--- config.mk ---
export PLATFORM = sky130hd
export DESIGN_NAME = cplx_alu_top
export DESIGN_NICKNAME = d
export VERILOG_FILES = /design/src/hdl/cplx_alu_pkg.sv /design/src/hdl/cplx_op_if.sv /design/src/hdl/cplx_decode.sv /design/src/hdl/cplx_multiplier.sv /design/src/hdl/cplx_divider.sv /design/src/hdl/cplx_writeback.sv /design/src/hdl/cplx_alu_top.sv
export SDC_FILE = /design/constraint.sdc
export NUM_CORES = 2
export LEC_CHECK = 0
export BUFFER_PORTS_ARGS = -buffer_cell sky130_fd_sc_hd__buf_2
export CAP_MARGIN = 40
export CORE_ASPECT_RATIO = 1.75
export CORE_MARGIN = 10
export CORE_UTILIZATION = 41
export DETAILED_ROUTE_END_ITERATION = 10
export GPL_TIMING_DRIVEN = 0
export RECOVER_POWER = 50
export SLEW_MARGIN = 20
export SYNTH_ARGS = -nofsm -noshare
export SYNTH_HDL_FRONTEND = slang
export SYNTH_HIERARCHICAL = 1
export SYNTH_SLANG_ARGS = --single-unit
--- constraint.sdc ---
create_clock -name clk_i -period 7.61 [get_ports clk_i]
set_input_delay 0.3805 -clock clk_i [delete_from_list [all_inputs] [get_ports clk_i]]
set_output_delay 0.3805 -clock clk_i [all_outputs]
set_load 0.005 [all_outputs]
--- src/hdl/cplx_alu_pkg.sv ---
package cplx_alu_pkg;

  localparam int DATA_W    = 32;                    // Operand and result width.
  localparam int TAG_W     = 6;                     // Destination tag width.
  localparam int OPC_W     = 4;                     // Opcode width.
  localparam int FLAG_W    = 6;                     // Execution flag vector width.

  localparam int DIV_STEPS = 32;                    // One quotient bit per step.
  localparam int DIV_CNT_W = $clog2(DIV_STEPS);     // Step counter width.

  // Opcode encodings.
  localparam logic [OPC_W-1:0] OPC_MULT_L  = 4'h0;  // Signed product, low half.
  localparam logic [OPC_W-1:0] OPC_MULT_H  = 4'h1;  // Signed product, high half.
  localparam logic [OPC_W-1:0] OPC_MULTU_L = 4'h2;  // Unsigned product, low half.
  localparam logic [OPC_W-1:0] OPC_MULTU_H = 4'h3;  // Unsigned product, high half.
  localparam logic [OPC_W-1:0] OPC_DIV_L   = 4'h4;  // Signed quotient.
  localparam logic [OPC_W-1:0] OPC_DIV_H   = 4'h5;  // Signed remainder.
  localparam logic [OPC_W-1:0] OPC_DIVU_L  = 4'h6;  // Unsigned quotient.
  localparam logic [OPC_W-1:0] OPC_DIVU_H  = 4'h7;  // Unsigned remainder.
  localparam logic [OPC_W-1:0] OPC_SYSCALL = 4'h8;  // Trap, no arithmetic.
  // Codes 9 to 15 are illegal.

  // Flag bit positions.
  localparam int FLG_MISPRED = 0;                   // Never set in this lane.
  localparam int FLG_EXCEPT  = 1;                   // System call only.
  localparam int FLG_EXEC    = 2;                   // Any legal opcode.
  localparam int FLG_LOW     = 3;                   // Low-half operations.
  localparam int FLG_DEST    = 4;                   // Writes a destination.
  localparam int FLG_RSVD    = 5;                   // Reserved, zero.

  // Divider FSM states.
  localparam int DIV_ST_W = 2;
  localparam logic [DIV_ST_W-1:0] DIV_IDLE = 2'd0;  // Waiting for a divide.
  localparam logic [DIV_ST_W-1:0] DIV_RUN  = 2'd1;  // Shift-subtract steps.
  localparam logic [DIV_ST_W-1:0] DIV_FIX  = 2'd2;  // Sign correction.
  localparam logic [DIV_ST_W-1:0] DIV_DONE = 2'd3;  // Holding result for writeback.

endpackage

--- src/hdl/cplx_op_if.sv ---
// Decoded operation, decoder to one execution unit.
interface cplx_op_if import cplx_alu_pkg::*; ();
  logic              valid;      // Single-cycle strobe.
  logic [TAG_W-1:0]  tag;        // Destination tag.
  logic [DATA_W-1:0] data1;      // Source operand A.
  logic [DATA_W-1:0] data2;      // Source operand B.
  logic              is_signed;  // Signed operand mode.
  logic              high_half;  // High product or remainder.
  logic [FLAG_W-1:0] flags;      // Final flag vector.

  modport src (
    output valid, tag, data1, data2, is_signed, high_half, flags
  );

  modport unit (
    input valid, tag, data1, data2, is_signed, high_half, flags
  );
endinterface

// Unit result toward writeback.
interface cplx_res_if import cplx_alu_pkg::*; ();
  logic              valid;  // Result present.
  logic [TAG_W-1:0]  tag;    // Destination tag.
  logic [DATA_W-1:0] data;   // Result word.
  logic [FLAG_W-1:0] flags;  // Execution flags.
  logic              ack;    // Writeback took it this cycle.

  modport unit (
    output valid, tag, data, flags,
    input  ack
  );

  modport wb (
    input  valid, tag, data, flags,
    output ack
  );
endinterface

--- src/hdl/cplx_decode.sv ---
module cplx_decode import cplx_alu_pkg::*; (
  input  logic              op_valid_i,
  input  logic [OPC_W-1:0]  op_code_i,
  input  logic [TAG_W-1:0]  op_tag_i,
  input  logic [DATA_W-1:0] op_data1_i,
  input  logic [DATA_W-1:0] op_data2_i,
  input  logic              div_busy_i,
  cplx_op_if.src            mul_o,
  cplx_op_if.src            div_o
);

  logic              is_div;     // Goes to the divider.
  logic              is_signed;  // Signed multiply or divide.
  logic              high_half;  // Upper product or remainder.
  logic [FLAG_W-1:0] flags;

  always_comb begin
    flags = '0;                                   // Illegal codes keep all zero.
    case (op_code_i)
      OPC_MULT_L, OPC_MULTU_L, OPC_DIV_L, OPC_DIVU_L: begin
        flags[FLG_EXEC] = 1'b1;
        flags[FLG_LOW]  = 1'b1;
        flags[FLG_DEST] = 1'b1;
      end
      OPC_MULT_H, OPC_MULTU_H, OPC_DIV_H, OPC_DIVU_H: begin
        flags[FLG_EXEC] = 1'b1;
        flags[FLG_DEST] = 1'b1;
      end
      OPC_SYSCALL: begin
        flags[FLG_EXEC]   = 1'b1;
        flags[FLG_EXCEPT] = 1'b1;                 // Trap raised at writeback.
      end
      default: begin
        flags = '0;
      end
    endcase
  end

  assign is_div    = op_code_i inside {OPC_DIV_L, OPC_DIV_H, OPC_DIVU_L, OPC_DIVU_H};
  assign is_signed = op_code_i inside {OPC_MULT_L, OPC_MULT_H, OPC_DIV_L, OPC_DIV_H};
  assign high_half = flags[FLG_DEST] & ~flags[FLG_LOW];

  // Multiplier takes syscalls and illegal codes as passengers.
  assign mul_o.valid     = op_valid_i & ~is_div;
  assign mul_o.tag       = op_tag_i;
  assign mul_o.data1     = op_data1_i;
  assign mul_o.data2     = op_data2_i;
  assign mul_o.is_signed = is_signed;
  assign mul_o.high_half = high_half;
  assign mul_o.flags     = flags;

  // A divide issued while busy is dropped.
  assign div_o.valid     = op_valid_i & is_div & ~div_busy_i;
  assign div_o.tag       = op_tag_i;
  assign div_o.data1     = op_data1_i;
  assign div_o.data2     = op_data2_i;
  assign div_o.is_signed = is_signed;
  assign div_o.high_half = high_half;
  assign div_o.flags     = flags;

endmodule

--- src/hdl/cplx_multiplier.sv ---
module cplx_multiplier import cplx_alu_pkg::*; (
  input  logic     clk_i,
  input  logic     rst_i,
  cplx_op_if.unit  op_i,
  cplx_res_if.unit res_o
);

  logic                     arith;     // Real multiply, not a passenger.
  logic signed [DATA_W:0]   a_ext;     // Operand A, one extra sign bit.
  logic signed [DATA_W:0]   b_ext;     // Operand B, one extra sign bit.

  logic                     s1_valid;
  logic [TAG_W-1:0]         s1_tag;
  logic [FLAG_W-1:0]        s1_flags;
  logic                     s1_high;
  logic signed [DATA_W:0]   s1_a;
  logic signed [DATA_W:0]   s1_b;

  logic [2*DATA_W-1:0]      prod;      // Full 64-bit product.

  logic                     s2_valid;
  logic [TAG_W-1:0]         s2_tag;
  logic [FLAG_W-1:0]        s2_flags;
  logic [DATA_W-1:0]        s2_data;

  assign arith = op_i.flags[FLG_DEST];

  // Unsigned ops extend with zero, signed ops with the MSB.
  assign a_ext = {op_i.is_signed & op_i.data1[DATA_W-1], op_i.data1};
  assign b_ext = {op_i.is_signed & op_i.data2[DATA_W-1], op_i.data2};

  // Low 64 bits of the 33x33 signed product are exact for both modes.
  assign prod = s1_a * s1_b;

  always_ff @(posedge clk_i) begin
    if (rst_i) begin
      s1_valid <= 1'b0;
      s2_valid <= 1'b0;
    end else begin
      s1_valid <= op_i.valid;
      s2_valid <= s1_valid;
    end
  end

  // Stage 1, operand capture.
  always_ff @(posedge clk_i) begin
    s1_tag   <= op_i.tag;
    s1_flags <= op_i.flags;
    s1_high  <= op_i.high_half;
    s1_a     <= arith ? a_ext : '0;              // Passengers multiply zeros.
    s1_b     <= arith ? b_ext : '0;
  end

  // Stage 2, product and half select.
  always_ff @(posedge clk_i) begin
    s2_tag   <= s1_tag;
    s2_flags <= s1_flags;
    s2_data  <= s1_high ? prod[2*DATA_W-1:DATA_W] : prod[DATA_W-1:0];
  end

  // Writeback never stalls this path.
  assign res_o.valid = s2_valid;
  assign res_o.tag   = s2_tag;
  assign res_o.data  = s2_data;
  assign res_o.flags = s2_flags;

endmodule

--- src/hdl/cplx_divider.sv ---
module cplx_divider import cplx_alu_pkg::*; (
  input  logic     clk_i,
  input  logic     rst_i,
  cplx_op_if.unit  op_i,
  cplx_res_if.unit res_o,
  output logic     busy_o
);

  logic [DIV_ST_W-1:0]  state;
  logic [DIV_CNT_W-1:0] count;    // Steps left minus one.

  logic [DATA_W-1:0]    quo;      // Dividend out, quotient in, then result.
  logic [DATA_W-1:0]    rem;      // Partial remainder.
  logic [DATA_W-1:0]    dvsr;     // Divisor magnitude.
  logic                 neg_q;    // Negate quotient at the end.
  logic                 neg_r;    // Negate remainder at the end.
  logic                 high;     // Return remainder.
  logic [TAG_W-1:0]     tag;
  logic [FLAG_W-1:0]    flags;

  logic                 a_neg;
  logic                 b_neg;
  logic [DATA_W:0]      rem_sh;   // Remainder shifted with next dividend bit.
  logic [DATA_W:0]      diff;     // Trial subtraction.
  logic [DATA_W-1:0]    q_fix;
  logic [DATA_W-1:0]    r_fix;

  assign a_neg  = op_i.is_signed & op_i.data1[DATA_W-1];
  assign b_neg  = op_i.is_signed & op_i.data2[DATA_W-1];
  assign rem_sh = {rem, quo[DATA_W-1]};
  assign diff   = rem_sh - {1'b0, dvsr};
  assign q_fix  = neg_q ? -quo : quo;
  assign r_fix  = neg_r ? -rem : rem;

  always_ff @(posedge clk_i) begin
    if (rst_i) begin
      state <= DIV_IDLE;
      count <= '0;
    end else begin
      case (state)
        DIV_IDLE: begin
          if (op_i.valid) begin
            state <= DIV_RUN;
            count <= DIV_CNT_W'(DIV_STEPS - 1);
          end
        end
        DIV_RUN: begin
          if (count == '0) begin
            state <= DIV_FIX;
          end else begin
            count <= count - 1'b1;
          end
        end
        DIV_FIX: begin
          state <= DIV_DONE;
        end
        default: begin
          if (res_o.ack) begin
            state <= DIV_IDLE;                    // Writeback took the result.
          end
        end
      endcase
    end
  end

  always_ff @(posedge clk_i) begin
    case (state)
      DIV_IDLE: begin
        if (op_i.valid) begin
          quo   <= a_neg ? -op_i.data1 : op_i.data1;
          dvsr  <= b_neg ? -op_i.data2 : op_i.data2;
          rem   <= '0;
          // Zero divisor keeps the all-ones quotient unsigned.
          neg_q <= (a_neg ^ b_neg) & (|op_i.data2);
          neg_r <= a_neg;                         // Remainder follows dividend.
          high  <= op_i.high_half;
          tag   <= op_i.tag;
          flags <= op_i.flags;
        end
      end
      DIV_RUN: begin
        if (!diff[DATA_W]) begin                  // Divisor fits, quotient bit 1.
          rem <= diff[DATA_W-1:0];
          quo <= {quo[DATA_W-2:0], 1'b1};
        end else begin
          rem <= rem_sh[DATA_W-1:0];
          quo <= {quo[DATA_W-2:0], 1'b0};
        end
      end
      DIV_FIX: begin
        // Min over -1 lands here as dividend and zero remainder.
        quo <= high ? r_fix : q_fix;
      end
      default: begin
        quo <= quo;                               // Hold until acked.
      end
    endcase
  end

  assign busy_o      = (state != DIV_IDLE);
  assign res_o.valid = (state == DIV_DONE);
  assign res_o.tag   = tag;
  assign res_o.data  = quo;
  assign res_o.flags = flags;

endmodule

--- src/hdl/cplx_writeback.sv ---
module cplx_writeback import cplx_alu_pkg::*; (
  input  logic              clk_i,
  input  logic              rst_i,
  cplx_res_if.wb            mul_i,
  cplx_res_if.wb            div_i,
  output logic              res_valid_o,
  output logic [TAG_W-1:0]  res_tag_o,
  output logic [DATA_W-1:0] res_data_o,
  output logic [FLAG_W-1:0] res_flags_o
);

  logic take_div;  // Divider wins only on an idle multiplier slot.

  assign take_div  = div_i.valid & ~mul_i.valid;
  assign div_i.ack = take_div;
  assign mul_i.ack = mul_i.valid;                 // Always accepted.

  always_ff @(posedge clk_i) begin
    if (rst_i) begin
      res_valid_o <= 1'b0;
    end else begin
      res_valid_o <= mul_i.valid | div_i.valid;
    end
  end

  // Result payload register.
  always_ff @(posedge clk_i) begin
    if (mul_i.valid) begin
      res_tag_o   <= mul_i.tag;
      res_data_o  <= mul_i.data;
      res_flags_o <= mul_i.flags;
    end else if (take_div) begin
      res_tag_o   <= div_i.tag;
      res_data_o  <= div_i.data;
      res_flags_o <= div_i.flags;
    end
  end

endmodule

--- src/hdl/cplx_alu_top.sv ---
module cplx_alu_top import cplx_alu_pkg::*; (
  input  logic              clk_i,
  input  logic              rst_i,
  input  logic              op_valid_i,
  input  logic [OPC_W-1:0]  op_code_i,
  input  logic [TAG_W-1:0]  op_tag_i,
  input  logic [DATA_W-1:0] op_data1_i,
  input  logic [DATA_W-1:0] op_data2_i,
  output logic              div_busy_o,
  output logic              res_valid_o,
  output logic [TAG_W-1:0]  res_tag_o,
  output logic [DATA_W-1:0] res_data_o,
  output logic [FLAG_W-1:0] res_flags_o
);

  cplx_op_if  mul_op ();   // Decoder to multiplier.
  cplx_op_if  div_op ();   // Decoder to divider.
  cplx_res_if mul_res ();  // Multiplier to writeback.
  cplx_res_if div_res ();  // Divider to writeback.

  cplx_decode u_decode (
    .op_valid_i (op_valid_i),
    .op_code_i  (op_code_i),
    .op_tag_i   (op_tag_i),
    .op_data1_i (op_data1_i),
    .op_data2_i (op_data2_i),
    .div_busy_i (div_busy_o),
    .mul_o      (mul_op),
    .div_o      (div_op)
  );

  cplx_multiplier u_mult (
    .clk_i (clk_i),
    .rst_i (rst_i),
    .op_i  (mul_op),
    .res_o (mul_res)
  );

  cplx_divider u_div (
    .clk_i  (clk_i),
    .rst_i  (rst_i),
    .op_i   (div_op),
    .res_o  (div_res),
    .busy_o (div_busy_o)
  );

  cplx_writeback u_wb (
    .clk_i       (clk_i),
    .rst_i       (rst_i),
    .mul_i       (mul_res),
    .div_i       (div_res),
    .res_valid_o (res_valid_o),
    .res_tag_o   (res_tag_o),
    .res_data_o  (res_data_o),
    .res_flags_o (res_flags_o)
  );

endmodule

[Word level (Yosys, flattened, before mapping)]
Index checks and enable logic that the tools add are counted.
Cells by class
  shift operators: 0
  muxes and demuxes: 29
  add/sub/neg operators: 6
  $lt $le $gt $ge: 0
  $mul: 1
  reduce and logical (&&, ||, !) cells: 19
  equality and inequality tests: 15
  bitwise gates (word level): 14
  divide/modulo/power cells: 0
Operator list (number)
  $mux W32: 11
  $neg A32 Y32: 4
  $pmux W32 S3: 1
  $mul A33 B33 Y64: 1
  $pmux W32 S2: 1
  $sub A33 B32 Y33: 1
  $reduce_or A32 Y1: 1
  $mux W5: 4
  $eq A4 B3 Y1 const B: 4
  $mux W6: 2
  $reduce_bool A4 Y1: 3
  $pmux W5 S2: 1
  $reduce_and A3 Y1: 3
  $reduce_or A9 Y1: 1
  $and A1 B1 Y1: 8
  $eq A4 B2 Y1 const B: 2
  $reduce_or A8 Y1: 1
  $mux W2: 3
  $pmux W2 S3: 1
  $reduce_bool A2 Y1: 3
  $logic_not A5 Y1: 1
  $mux W1: 5
  $sub A5 B1 Y5 const B: 1
  $eq A2 B2 Y1 const B: 2
  14 further kinds: 19
Word-level totals
  bits in latches: 0
  bits in read-only memories: 0
  memories kept: 0
  output and inout port bits: 46
  memory bits (writable): 0
  logic and storage cells: 108
  register bits after elaboration: 280
  input bits: 77

[Depth between registers and ports, before layout]
  word-level depth: 6
  gate-level depth with buffers: 29
  depth with buffers taken out: 27

[Modules after synthesis]
Netlist, hierarchy kept.
By module, submodules not included
  cplx_multiplier: area an instance 41681.2 um^2, times used 1, sequential area each 2502.4 um^2, cells an instance 4435
  cplx_divider: area an instance 9721.8 um^2, times used 1, sequential area each 3473.3 um^2, cells an instance 1095
  cplx_writeback: area an instance 2018.2 um^2, times used 1, sequential area each 1341.3 um^2, cells an instance 98
  cplx_decode: area an instance 1189.9 um^2, times used 1, sequential area each 0.0 um^2, cells an instance 159

[Worst setup path after synthesis]
OpenSTA, ideal clock, no wires.
  kind: register to register
  start point: reg u_mult.s1_b[0]
  end point: reg u_mult.s2_data[29] (netlist: u_mult/res_o.data[29])
  arrival time: 7.515 ns
  required time: 7.488 ns
  cell stages (with the launch flop): 27
  path buffers: 2
  path slack: -0.027 ns
  path through: dfxtp_1 -> clkbuf_1 -> nand2_1 -> inv_1 -> fa_1 -> fa_1 -> fa_1 -> inv_1 -> fa_1 -> inv_1 -> fa_1 -> fa_1 -> fa_1 -> inv_1 -> fa_1 -> inv_1 -> ha_1 -> clkbuf_1 -> nand2_1 -> nor4_1 -> nor4b_1 -> and3_1 -> nand3_1 -> nand3_1 -> a31oi_1 -> o21a_1 -> o311a_1
On the way
  word-level cells in the longest chain between the ends: 2
Ends and longest elaborated chain
  start: declaration: line cplx_multiplier.sv:17  | logic signed [DATA_W:0] s1_b;
  start signal: assignment: line cplx_multiplier.sv:51  | s1_b <= arith ? b_ext : '0;
  $mul A33 B33 Y64: line cplx_multiplier.sv:33  | assign prod = s1_a * s1_b;
  $mux W32: line cplx_multiplier.sv:58  | s2_data <= s1_high ? prod[2*DATA_W-1:DATA_W] : prod[DATA_W-1:0];
  end signal: assignment: line cplx_multiplier.sv:58
  end: declaration: line cplx_multiplier.sv:24  | logic [DATA_W-1:0] s2_data;
Every way passes these cells.
A chain may end at the register's enable or synchronous reset.

[Worst setup path in the final report]
  start point: reg u_mult.s1_a[22]
  end point: reg u_mult.s2_data[24] (netlist: u_mult/res_o.data[24])
On the way
  word-level cells in the longest chain between the ends: 2
Ends and longest elaborated chain
  start: declaration: line cplx_multiplier.sv:16  | logic signed [DATA_W:0] s1_a;
  start signal: assignment: line cplx_multiplier.sv:50  | s1_a <= arith ? a_ext : '0;
  $mul A33 B33 Y64: line cplx_multiplier.sv:33
  $mux W32: line cplx_multiplier.sv:58
Every way passes these cells.

==> results.ini <==
[route]
routed_wl_microns=264900
drt-wirelength-per-cell_microns=33.25
ant_nets=0
drt_iter0_drc=3435
via_per_inst=5.552
num_vias=44230
dr.pass1.iters=5
drcViolationCount=0

[logic_synthesis]
syn_inst=5786
avgSynthCellArea_sq_um=9.437
netlist_area_sq_um=54600
ys_warn_count=6

[critical_path]
crit_type=reg -> reg
ff2ff_path_depth=28
startpoint_type=flop
crit_path_start=u_mult/s1_a[22]
crit_top_cell=inv_2
r2r-start=u_mult/s1_a[22]
r2r_slack_ns=-0.80
worstPathRequired_ns=8.10
max_stage_delay_ns=0.82
worst_setup_path_end_kind=flop
crit_fanout=7
reg2reg_to=u_mult/res_o.data[24]
crit_path_end=u_mult/res_o.data[24]
crit_arrival_ns=8.91
critPathSlowestCell=fa_2

[sta]
worst_slack_ns=-0.8015
rsz0062_at_grt=true
fin_hold_ws_ns=0.02933
fmax_mhz=118.9
finalCritPeriodShare_pct=110.5
finalSetupTns_ns=-12.29
tightest_slew_ns=1.371
finalSetupViolCount=32
fin_skew_ns=0.03503
slew_headroom_pct=8.616
hold_viol=0
fin_crit_ns=8.412
final_max_slew_viol_count=0

[clock_tree]
cts_tree=built
clkTransAtPathRegs_ns=0.07
h-tree-depth=1
clkSinkCount=288
cts_buffer_depth=3
cts_buffers=24
cts-root-buf=clkbuf_16
clkLatencyLatePin_ns=0.61

[power_and_ir_drop]
power_frac_seq_pct=9.5
internal_power_uw=9731
p_sw_uw=11480
max-vdd-ir-drop_mv=0.8033
sw_frac_of_total_pct=54.13
p_leak_uw=0.03039
powerDensity_nw_per_um2=326.6
combPwrFrac_pct=83.9
clockPowerShare_pct=6.6

[placement]
dpl_cell_area_sq_um=58270
gp_congestion=1.093
dp_slack_ns=-2.517
detailed_place_hpwl_microns=216100
portBuffers=52

[finish]
area_delta_synth_final_pct=18.97
layout_common_cells=inv_1 (1095), fa_1 (1010), nand2_1 (683)
finalNetCount=7674
layout-drive-gt1-share_pct=19.57
utilization_pct=48.97
layout_commonest_cell=inv_1
stdcell_area_sq_um=64960
fillers=12700

[worst_hold_path]
hold_path.class=in -> reg
min_from=op_data2_i[2]

[die]
rows=177
start_util_pct=41.16
fp.dieW_microns=295.9
ioPinCount=123
core_sq_um=132700
dieArea_sq_um=148800
die_height_microns=502.8

[global_routing]
grt_pass1_wl_microns=363900
antenna_found_initial=42
grt_usage_pct=35.90
grt_max_degree=37
overflow=0
grt_pass1_vias=47910

[outcome]
violations=negative setup slack
outcome=complete, but fails checks

[job]
cap_violations=0

-- sequential cells by signal, summed over array words and instances, names as in the netlist, 6 cells and up --
signal	count
u_mult/s1_a	33
u_mult/s1_b	33
u_div/dvsr	32
u_div/rem	32
u_div/res_o.data	32
u_mult/res_o.data	32
u_wb/res_data_o	32
u_div/res_o.flags	6
u_div/res_o.tag	6
u_mult/res_o.flags	6
u_mult/res_o.tag	6
u_mult/s1_flags	6
u_mult/s1_tag	6
u_wb/res_flags_o	6
u_wb/res_tag_o	6
-- power by group through the flow --
stage / clock network (uW) / logic (uW) / registers (uW)
floorplan: 0 / 7300 / 1940
global placement: 0 / 12100 / 2070
detailed placement: 0 / 12200 / 2060
CTS: 1420 / 15500 / 2020
global route: 1470 / 18700 / 2030
finish: 1390 / 17800 / 2020
-- routing by layer --
layer  GRT usage (%)  vias up  part of all wire [%]
li1                -    18270                     -
met3           6.130      954                   6.2
met2           62.97     2195                    51
met4           35.72       12                    13
met5               0        -                 0.029
met1           34.76    22810                    31
-- worst min path at each step --
| stage | slack, ns | cells after the start | to |
|---|---|---|---|
| 2_1_floorplan | 0.31 | 0 | u_mult/res_o.flags[0] |
| 3_3_place_gp | 0.31 | 0 | u_mult/res_o.flags[5] |
| 3_5_place_dp | 0.31 | 0 | u_mult/res_o.flags[3] |
| 4_1_cts | 0.0003 | 2 | u_mult/s1_b[2] |
| 5_1_grt | 0.01 | 2 | u_mult/s1_b[31] |
| 6_report | 0.03 | 2 | u_mult/s1_b[2] |
-- what timing repair did --
item | 4_1_cts | 5_1_grt
setup buffers | 127 | 73
gates cloned | 0 | 0
hold buffers | 58 | 0
pin swaps | 156 | 178
resized for setup | 875 | 281
setup endpoints to repair | 32 | 32
endpoints found under the hold margin | 65 | 0
-- critical path: cells and delay by family (launching register included) --
| family | cells | cell delay (ns) |
|---|---|---|
| DFF | 1 | 0.47 |
| AOI/OAI and AO/OA | 6 | 1.30 |
| adders and majority gates | 9 | 4.60 |
| and+or+nand+nor | 4 | 0.93 |
| buffers and inverters | 9 | 0.92 |
-- final cells by class --
class	instances	area [sq um]	share of cell area [%]
Buffer	422	3570	5.495
Sequential cell	288	7538	11.60
Tap cell	1700	2127	3.274
Antenna cell	32	80.08	0.1233
Clock inverter	10	116.4	0.1791
Timing Repair Buffer	411	3968	6.107
Inverter	1157	4375	6.735
Multi-Input combinational cell	3913	42440	65.32
Clock buffer	34	753.2	1.159
-- per-stage QoR --
step,instances,power [uW]
2_1_floorplan,5789,9248
3_3_place_gp,7541,14160
3_5_place_dp,7643,14310
4_1_cts,7865,18980
5_1_grt,7946,22180
6_report,7967,21220
(Power assumes the default switching activity.)
